[config.mk]
export PLATFORM = sky130hd
export DESIGN_NAME = coef_rom
export DESIGN_NICKNAME = d
export VERILOG_FILES = /design/src/c1s2_pkg.sv /design/src/coef_rom.sv
export VERILOG_INCLUDE_DIRS = /design/src
export SDC_FILE = /design/constraint.sdc
export NUM_CORES = 1
export LEC_CHECK = 0
export BUFFER_PORTS_ARGS = -buffer_cell sky130_fd_sc_hd__buf_2
export CORE_AREA = 2 2 162 164
export DETAILED_ROUTE_END_ITERATION = 10
export DIE_AREA = 0 0 164 166
export HOLD_SLACK_MARGIN = 0.12
export PLACE_DENSITY = 0.46
export SLEW_MARGIN = 20
export SYNTH_ARGS = -nofsm -noshare
export SYNTH_HDL_FRONTEND = slang
export SYNTH_SLANG_ARGS = --single-unit
[constraint.sdc]
create_clock -name clk -period 2.6 [get_ports clk]
set_clock_uncertainty 0.05 [all_clocks]
set_input_delay 0 -clock clk [delete_from_list [all_inputs] [get_ports clk]]
set_output_delay 0 -clock clk [all_outputs]
set_load 0.01 [all_outputs]
[src/c1s2_consts.svh]
`ifndef C1S2_CONSTS_SVH
`define C1S2_CONSTS_SVH

// input image, square
`define IMG_W             12

// convolution window
`define WIN_K             5
`define WIN_TAPS          25   // WIN_K * WIN_K

`define KERNEL_NUM        6

// feature map sides
`define CONV_W            8    // IMG_W - WIN_K + 1
`define POOL_W            4    // CONV_W / 2

`define ANCHOR_NUM        64   // CONV_W * CONV_W
`define ANCHOR_PERIOD     6    // cycles per window, one kernel each

// kernel k lands at k * OUT_KERNEL_OFFSET, power of two
`define OUT_KERNEL_OFFSET 16

`define IN_ADDR_W         8
`define OUT_ADDR_W        8

`define PIX_W             16

`endif
[src/c1s2_pkg.sv]
`include "c1s2_consts.svh"

package c1s2_pkg;

    // pixels, weights, biases and results share one signed word
    typedef logic signed [`PIX_W-1:0] pixel_t;

    // element i is the pixel at rd_addr + i
    typedef pixel_t [`WIN_K-1:0] row_t;

    // tap t = row * WIN_K + col
    typedef pixel_t [`WIN_TAPS-1:0] window_t;

    typedef logic [$clog2(`KERNEL_NUM)-1:0] kidx_t;

    typedef logic [`IN_ADDR_W-1:0]  in_addr_t;
    typedef logic [`OUT_ADDR_W-1:0] out_addr_t;

endpackage

[src/coef_rom.sv]
`include "c1s2_consts.svh"

module coef_rom (
    input  logic              clk,
    input  c1s2_pkg::kidx_t   kidx,
    output c1s2_pkg::window_t weights,
    output c1s2_pkg::pixel_t  bias
);
    import c1s2_pkg::*;

    window_t kern_tab [`KERNEL_NUM];
    pixel_t  bias_tab [`KERNEL_NUM];

    // weight of kernel k, tap t is ((k + t) mod 3) - 1
    // bias of kernel k is 4k - 10
    always_comb
    begin
        for (int k = 0; k < `KERNEL_NUM; k++)
        begin
            bias_tab[k] = pixel_t'(4 * k - 10);
            for (int t = 0; t < `WIN_TAPS; t++)
                kern_tab[k][t] = pixel_t'((k + t) % 3 - 1);
        end
    end

    // one cycle read latency
    always_ff @(posedge clk)
    begin
        if (kidx < kidx_t'(`KERNEL_NUM))
        begin
            weights <= kern_tab[kidx];
            bias    <= bias_tab[kidx];
        end
        else
        begin
            weights <= '0;
            bias    <= '0;
        end
    end

endmodule

**Word-level counts from Yosys, hierarchy flattened**

Memories as Yosys holds them, arrays and structs flattened. A register that Yosys moved wholly into a read port is not among the register bits.
Index checks and enable logic that the tools add are counted.

- Output and inout port bits: 416
- Register bits: 0
- Word-level logic and storage cells: 6
- ROM bits: 3328
- Input port bits: 4
- Memories: 2

Memory list:

| name | words | width | read ports | clocked after Yosys merged registers in | write ports | line | text |
|---|---|---|---|---|---|---|---|
| (no name shown) | 8 | 400 | 1 | 1 | 0 | coef_rom.sv:31 | `weights <= kern_tab[kidx];` |
| (no name shown) | 8 | 16 | 1 | 1 | 0 | coef_rom.sv:32 | `bias <= bias_tab[kidx];` |

- Reductions and logical operators: 2
- Bitwise gates (word level): 1
- $lt $le $gt $ge: 1

Operator list:

| cell | number |
|---|---|
| 3-bit inverter with 4-bit output | 1 |
| 3-bit < comparator (second input constant) | 1 |
| 1-bit logical NOT | 2 |

**Logic depth before layout (Yosys ltp)**

Gate-level depths: netlist (run 1).

- Word-level depth: 2
- Mapped depth: 4
- Gate-level depth less buffers: 4

**Least setup slack after synthesis (run 1)**

OpenSTA, ideal clock, no wires.

- Kind: register -> output
- Start point: register weights[397] (netlist name)
- End point: output port weights[100] (netlist name)
- Arrival time: 2898 ps
- Setup slack: -348 ps
- Required time: 2550 ps
- Path buffers: 1
- Stages on the path, launching flop included: 2
- Cell sequence: dfxtp_1 > buf_4

RTL lines:

| what | line | text |
|---|---|---|
| end: declaration | coef_rom.sv:6 | `output c1s2_pkg::window_t weights,` |

==> reports/metrics.yaml, run 1 <==
run_status:
  outcome: "complete, no violations"
clock_tree:
  cts_root_buf: "clkbuf_16"
  cts_tree: "yes"
  clock_sinks: 10
  h-tree-depth: 1
  cts.repair.resized: 0
  clk_transition_reported_paths_ns: 0.04
  cts_buffer_depth: 2
  numCtsBuffers: 3
detailed_routing:
  viasPerCell: 2.30
  drt_wl_total_um: 4610
  wire_per_inst_um: 5.77
  drtPass1Iterations: 2
  drc_errors: 0
  ant_nets: 0
  vias: 1836
  drt_iter0_drc: 18
worst_setup_path:
  slowest_delay_ns: 0.61
  critPathArrivalTime_ns: 1.45
  end_kind: "primary output"
  critPathLaunchType: "flop"
  worstPathCellList: "buf_4, buf_2"
  required_ns: 2.55
  worst_path_max_delay_cell: "buf_4"
  path_max_fanout: 135
  critPathKind: "reg2out"
  worstSetupStartpoint: "weights[397]"
  crit_family: "buffers and inverters"
  critPathBufInv: 2
sta:
  totalNegativeSetupSlack_ns: 0
  relSlewSlack: 0.468
  tightest_slew_ns: 0.799
  maxSlewViolCount: 0
  max_clock_freq_mhz: 666
  whs_ns: 0.546
  hold_viol: 0
  setup-violations-final: 0
  period_needed_ns: 1.50
  rsz0062_at_grt: "false"
  min_period_over_period: 0.578
floorplanning:
  die_h_um: 166
  rows: 59
  die_w_um: 164
  die_area_um2: 27200
  start_util: 0.133
  ios: 420
  core_area_um2: 25600
yosys:
  yosysMostFrequentCell: "buf_4"
  ys_ff_latch: 10
  synth_warnings: 0
  synth_cell_types: 13
  synth_top_area_frac: 0.897
  ys_top_cells_by_count: "buf_4, dfxtp_1, ha_1, o21ai_0, inv_1"
  syn_nets: 448
  synth_area_um2: 3400
  synth.area.top_cells: "buf_4, dfxtp_1, ha_1, o21ai_0, inv_1"
  synth_edf_count: 0
  synth_top_area_cell: "buf_4"
  synth_async_sr_flop_share: 0
  yosysSeqAreaShare: 0.0589
  synth_flop_cell: "dfxtp_1"
  syn_area_per_cell_um2: 7.74
  syn_inst: 439
global_routing:
  overflow: 0
  grt_first_pass_wirelength_um: 5550
  grt_pass1_vias: 965
  grt_max_degree: 136
  grt_use_total: 0.0238
  antenna_found_initial: 0
cells_and_area:
  syn2layout_area_growth_pct: -10.9
  utilization: 0.118
  n_antenna_cell: 0
  drive_gt1_frac: 0.927
  fin_nets: 473
  fillCellCount: 3004
  final_cells: 798
power_and_ir_drop:
  vdd_ir_drop_max_uv: 343
  clkPwrFrac: 0.235
  power_density_nw_per_um2: 418
  p_int_w: 0.000714
  seqPwrFrac: 0.145
  switchingPower_w: 0.000552
  cellLeakagePower_nw: 2.23
  power_frac_comb: 0.621
  p_sw_frac: 0.436
place:
  dp_hpwl_um: 3900
  port_buffers: 418
  dpl.cell_count: 789
  place.gp.congestion: 0.588
worst_hold_path:
  min_path_type: "in2reg"
  hp-start: "kidx[2]"
flow_run:
  max_cap_violations: 0
flip-flops by register name (all words and copies together), names as in the netlist:
register / count
weights: 6
bias: 4
power by group through the flow:
stage | clock (W) | sequential, W | combinational [W]
2_1_floorplan | 0 | 0.000267 | 0.000923
3_3_place_gp | 0 | 0.000188 | 0.000795
3_5_place_dp | 0 | 0.000188 | 0.000794
4_1_cts | 0.000305 | 0.000186 | 0.000801
5_1_grt | 0.000315 | 0.000188 | 0.000855
6_report | 0.000297 | 0.000183 | 0.000785
layer usage:
metal,global-route usage,share of wire,vias to the layer above
met2,0.0479,0.51,170
li1,-,-,961
met5,0,0,-
met3,0.00400,0.14,2
met1,0.0256,0.35,703
met4,0.00458,0.0020,0
stage by stage:
stage | power, W | setup WS [ns] | area (um^2)
after global routing | 0.00136 | 0.878 | 3030
after CTS | 0.00129 | 0.997 | 3030
after detailed placement | 0.000981 | 1.25 | 2890
final | 0.00127 | 1.10 | 3030
after floorplan | 0.00119 | 0.779 | 3400
after global placement | 0.000982 | 1.28 | 2890
final timing paths:
check | to | cells after the start
max | weights[343] | 2
min | bias[14] | 3
cell families (layout without fill, tap and decap cells):
family          count (synthesis)  count (layout)  share of synthesized area
flops                          10              10                     0.0589
fa+ha+maj                       5               5                     0.0184
simple gates                    5               5                    0.00883
buf+inv                       411             435                      0.902
compound gates                  7               7                     0.0103
other cells                     1               1                    0.00110
layout by cell type (no fill, tap or decap):
cell type / netlist / routed
buf_2: 1 / 418
dfxtp_1: 10 / 7
o21ai_0: 5 / 5
ha_1: 5 / 5
dlygate4sd3_1: 0 / 5
inv_1: 4 / 4
buf_4: 406 / 4
clkbuf_16: 0 / 3
dfxtp_2: 0 / 3
a21oi_1: 2 / 2
nor2b_1: 1 / 1
or3b_1: 1 / 1
nor2_1: 1 / 1
nand3b_1: 1 / 1
nand2_1: 1 / 1
conb_1: 1 / 1
clkbuf_8: 0 / 1
final cells by class:
cell class                      count  area, um^2  area share
Timing Repair Buffer              427        2170       0.717
Clock buffer                        4        88.8      0.0293
Multi-Input combinational cell     18         131      0.0434
Inverter                            4        15.0     0.00495
Tap cell                          335         419       0.138
Sequential cell                    10         204      0.0673
what timing repair did:
item / 4_1_cts / 5_1_grt
hold buffers: 5 / 0
endpoints found under the hold margin: 10 / 0
setup buffers: 0 / 0
No activity file was read; power rests on OpenSTA's default activity.
==> run 2: changes to the inputs <==
==> constraint.sdc (replaced) <==
create_clock -name clk -period 1.38 [get_ports clk]
set_clock_uncertainty 0.05 [all_clocks]
set_input_delay 0 -clock clk [delete_from_list [all_inputs] [get_ports clk]]
set_output_delay 0 -clock clk [all_outputs]
set_load 0.01 [all_outputs]
==> run 2 against run 1 <==
Non-clock buffer count fell by 1; critical path depth grew 2; largest power group unchanged; first-iteration DRC count grew 17%; highest routed layer unchanged; design area grew 1.0%; cell count decreased by 0.13%; global-route usage rose by 0.062 points; critical path type is now in2reg.
==> reports/metrics.yaml, run 2 (synthesis results as in run 1) <==
cells_and_area:
  drive_gt1_frac: 0.926
  largest_register_ffs: 6
  n_antenna_cell: 0
  fillCellCount: 3002
  final_common_cell: "buf_2"
  layout_common_cells: "buf_2, dfxtp_1, o21ai_0, ha_1, dlygate4sd3_1"
  regArea_um2: 211
  utilization: 0.120
  fin_nets: 472
  multi_input_area_um2: 135
  largest-register: "weights"
  top_regs: "weights x6, bias x4"
  syn2layout_area_growth_pct: -9.94
global_routing:
  grt_first_pass_wirelength_um: 5500
  overflow: 0
  grt_pass1_vias: 931
  grt_max_degree: 136
  antenna_found_initial: 0
  grt_use_total: 0.0245
power_and_ir_drop:
  clkPwrFrac: 0.216
  power_density_nw_per_um2: 767
  vdd_ir_drop_max_uv: 350
  switchingPower_w: 0.00105
  seqPwrFrac: 0.145
  p_sw_frac: 0.448
  cellLeakagePower_nw: 2.23
  power_frac_comb: 0.639
  p_int_w: 0.00130
clock_tree:
  cts_setup_buffers: 0
  h-tree-depth: 1
  clk_transition_reported_paths_ns: 0.04
  cts_tree: "yes"
  clock_sinks: 10
  cts_buffer_depth: 2
  cts_root_buf: "clkbuf_16"
  numCtsBuffers: 3
sta:
  max_clock_freq_mhz: 752
  hold_viol: 0
  totalNegativeSetupSlack_ns: 0
  maxSlewViolCount: 0
  period_needed_ns: 1.33
  min_period_over_period: 0.963
  setup-violations-final: 0
  rsz0062_at_grt: "false"
detailed_routing:
  drt_wl_total_um: 4720
  drt_iter0_drc: 21
  viasPerCell: 2.31
  drtPass1Iterations: 4
  drc_errors: 0
  wire_per_inst_um: 5.92
  vias: 1844
  ant_nets: 0
worst_setup_path:
  required_ns: 1.50
  path_max_fanout: 12
  critPathKind: "in2reg"
  critPathLaunchType: "primary input"
  end_kind: "flop"
  critPathArrivalTime_ns: 1.45
place:
  place.gp.congestion: 0.626
  dp_hpwl_um: 3960
  port_buffers: 418
worst_hold_path:
  hp-start: "kidx[2]"
  worstHoldPathCells: 3
  whs_endpoint: "bias[14]"
  min_path_type: "in2reg"
flow_run:
  max_cap_violations: 0
run_status:
  outcome: "complete, no violations"
floorplanning:
  rows: 59
  core_area_um2: 25600
  start_util: 0.133
  die_h_um: 166
  die_w_um: 164
  ios: 420
  die_area_um2: 27200
[run 2: cell count changes in the layout (fill, tap and decap cells not counted), moves of 3 or more]
cell     change
dfxtp_4      +3
buf_4        -4
dfxtp_2      -3
buf_12       +3
[run 2: layout make-up]
| class | instances | share of cell area |
|---|---|---|
| tap | 335 | 0.137 |
| inverter | 4 | 0.00490 |
| sequential | 10 | 0.0691 |
| multi-input combinational | 18 | 0.0441 |
| timing repair buffer | 426 | 0.719 |
| clock buffer | 3 | 0.0245 |
| clock inverter | 1 | 0.00123 |
[run 2: stage by stage]
| stage | setup WS, ns | area, um^2 | hold slack, ns | power (W) | instances |
|---|---|---|---|---|---|
| final | 0.0504 | 3060 | 0.552 | 0.00235 | 797 |
| after global routing | 0.00596 | 3060 | 0.586 | 0.00252 | 797 |
| after CTS | 0.0370 | 3060 | 0.551 | 0.00239 | 797 |
| after detailed placement | 0.456 | 2930 | 0.209 | 0.00186 | 788 |
| after global placement | 0.478 | 2930 | 0.216 | 0.00187 | 788 |
| after floorplan | 0.0959 | 3410 | 0.0119 | 0.00220 | 439 |
[run 2: worst max-delay path, stage by stage]
cell and delay, ns:
dlygate4sd3_1 0.53, buf_2 0.18, a21oi_2 0.17, dlygate4sd3_1 0.57
[run 2: routing by layer]
layer  part of all wire  up-vias  GRT usage
li1                   -      959          -
met1               0.34      717     0.0230
met2               0.52      166     0.0510
met5                  0        -          0
met3               0.14        2    0.00549
met4             0.0057        0    0.00686
[run 2: worst max path at each step]
stage / startpoint / to / slack (ns)
3_3_place_gp: weights[383] / weights[135] / 0.48
6_report: kidx[2] / bias[2] / 0.05
3_5_place_dp: weights[397] / weights[349] / 0.46
5_1_grt: kidx[2] / bias[2] / 0.006
4_1_cts: kidx[2] / bias[2] / 0.04
2_1_floorplan: weights[397] / weights[100] / 0.1
[run 2: repair_timing]
| item | CTS | global route |
|---|---|---|
| hold buffers | 5 | 0 |
| hold endpoints to repair | 10 | 0 |
| gates resized for setup | 0 | 1 |
| setup endpoints to repair | 0 | 1 |
[run 2: power groups by stage]
| stage | registers [W] | logic (W) | clock network, W |
|---|---|---|---|
| 6_report | 0.000340 | 0.00150 | 0.000507 |
| 5_1_grt | 0.000346 | 0.00163 | 0.000545 |
| 4_1_cts | 0.000342 | 0.00153 | 0.000521 |
| 3_5_place_dp | 0.000347 | 0.00151 | 0 |
| 3_3_place_gp | 0.000346 | 0.00152 | 0 |
| 2_1_floorplan | 0.000501 | 0.00170 | 0 |
==> run 3: changes to the inputs <==
--- a/config.mk
+++ b/config.mk
@@ -6,6 +6,7 @@
 export SDC_FILE = /design/constraint.sdc
 export NUM_CORES = 1
 export LEC_CHECK = 0
+export ABC_AREA = 1
 export BUFFER_PORTS_ARGS = -buffer_cell sky130_fd_sc_hd__buf_2
 export CORE_AREA = 2 2 162 164
 export DETAILED_ROUTE_END_ITERATION = 10
==> run 3 against run 2 <==
Cell count increased by 0.75%; flip-flop and latch count unchanged; global-route usage about the same; first-iteration DRC count decreased by 29%; highest routed layer is now met3.
==> reports/metrics.yaml, run 3 <==
sta:
  maxSlewViolCount: 0
  min_period_over_period: 0.874
  totalNegativeSetupSlack_ns: 0
  worst_slack_ns: 0.174
  setup-violations-final: 0
  rsz0062_at_grt: "false"
  max_clock_freq_mhz: 829
  period_needed_ns: 1.21
  hold_viol: 0
worst_setup_path:
  critPathKind: "in2reg"
  path_max_fanout: 6
  required_ns: 1.46
  end_kind: "flop"
  critPathArrivalTime_ns: 1.28
  critPathLaunchType: "primary input"
yosys:
  synth_area_um2: 3400
  ys_ff_latch: 10
  synth_cell_types: 9
  yosysMostFrequentCell: "buf_4"
  syn_inst: 444
  syn_area_per_cell_um2: 7.67
  syn_nets: 453
  synth_top_area_cell: "buf_4"
  yosysSeqAreaShare: 0.0588
  synth_edf_count: 0
  synth_async_sr_flop_share: 0
  synth.area.top_cells: "buf_4, dfxtp_1, ha_1, nand2_1, inv_1"
  synth_flop_cell: "dfxtp_1"
  synth_warnings: 0
  synth_top_area_frac: 0.895
  ys_top_cells_by_count: "buf_4, dfxtp_1, nand2_1"
clock_tree:
  cts_tree: "yes"
  cts_buffer_depth: 2
  numCtsBuffers: 3
  cts_root_buf: "clkbuf_16"
  h-tree-depth: 1
  clk_transition_reported_paths_ns: 0.04
  cts_setup_buffers: 0
  clock_sinks: 10
place:
  place.gp.congestion: 0.605
  dp_hpwl_um: 3750
  port_buffers: 418
  pre_cts_slack_ns: 0.448
cells_and_area:
  fin_nets: 478
  syn2layout_area_growth_pct: -9.52
  final_common_cell: "buf_2"
  regArea_um2: 211
  layout_common_cells: "buf_2, nand2_1, dfxtp_1"
  top_regs: "weights x6, bias x4"
  fillCellCount: 3000
  largest_register_ffs: 6
  drive_gt1_frac: 0.915
  n_antenna_cell: 0
  multi_input_area_um2: 138
  largest-register: "weights"
floorplanning:
  core_area_um2: 25600
  rows: 59
  die_area_um2: 27200
  die_h_um: 166
  die_w_um: 164
  start_util: 0.133
  ios: 420
detailed_routing:
  viasPerCell: 2.37
  drc_errors: 0
  vias: 1900
  drtPass1Iterations: 3
  wire_per_inst_um: 5.84
  drt_wl_total_um: 4690
  ant_nets: 0
  drt_iter0_drc: 15
global_routing:
  grt_pass1_vias: 973
  grt_use_total: 0.0241
  grt_first_pass_wirelength_um: 5590
  grt_max_degree: 136
  overflow: 0
  antenna_found_initial: 0
power_and_ir_drop:
  cellLeakagePower_nw: 2.27
  power_density_nw_per_um2: 784
  vdd_ir_drop_max_uv: 534
worst_hold_path:
  min_path_type: "in2reg"
run_status:
  outcome: "complete, no violations"
flow_run:
  max_cap_violations: 0
==> run 3: changes by cell type in the layout (fill, tap and decap cells not counted), sizes merged, moves of 2 or more <==
| cell | change |
|---|---|
| nand2 | +8 |
| o21ai | -5 |
| nor2 | +3 |
| a21oi | -2 |
| nand3 | +2 |
| or2 | +2 |
==> run 3: kinds of logic after synthesis <==
group | count (synthesis) | synth area share
flops | 10 | 0.0588
other cells | 1 | 0.00110
fa+ha+maj | 5 | 0.0184
buf+inv | 411 | 0.901
simple gates | 17 | 0.0209
==> run 3: report_power, final <==
group          total (W)  internal (W)  leakage, nW  switching (W)
combinational    0.00150      0.000606         2.14       0.000896
sequential      0.000338      0.000312       0.0856      0.0000261
clock           0.000576      0.000436       0.0442       0.000140
==> run 3: cell type report <==
| cell class | count | area share |
|---|---|---|
| timing repair buffer | 426 | 0.716 |
| tap | 335 | 0.136 |
| sequential | 10 | 0.0686 |
| multi-input combinational | 23 | 0.0447 |
| clock buffer | 4 | 0.0288 |
| inverter | 5 | 0.00609 |
==> run 3: what timing repair did <==
item,CTS,global route
hold endpoints to repair,10,3
endpoints found under the setup margin,0,2
resized for setup,0,1
hold buffers,5,1
==> run 3: path summary, 6_finish.rpt <==
path,start,to,cells past startpoint
worst max-delay path,kidx[0],weights[352],7
worst min-delay path,kidx[2],bias[1],3
==> run 3: per-layer routing <==
metal	vias up	track usage	wire length, um
met4	0	0.00229	0
met3	0	0.00524	735
met1	726	0.0228	1600
met2	203	0.0522	2350
li1	971	-	-
met5	-	0	0
==> run 3: stage by stage <==
| stage | utilization | hold slack, ns | power, W | cell area [um^2] | cells |
|---|---|---|---|---|---|
| global route | 0.120 | 0.502 | 0.00259 | 3080 | 803 |
| floorplan | - | 0.0223 | 0.00220 | 3420 | 444 |
| finish | 0.120 | 0.479 | 0.00242 | 3080 | 803 |
| detailed placement | 0.115 | 0.209 | 0.00186 | 2940 | 794 |
| global placement | 0.115 | 0.210 | 0.00186 | 2940 | 794 |
| CTS | 0.120 | 0.472 | 0.00246 | 3080 | 803 |
==> run 3: critical path: stages <==
cell           delay, ns
dlygate4sd3_1       0.51
buf_2               0.17
inv_1               0.09
ha_1                0.28
inv_1               0.05
nor2_1              0.13
nor2_1              0.05
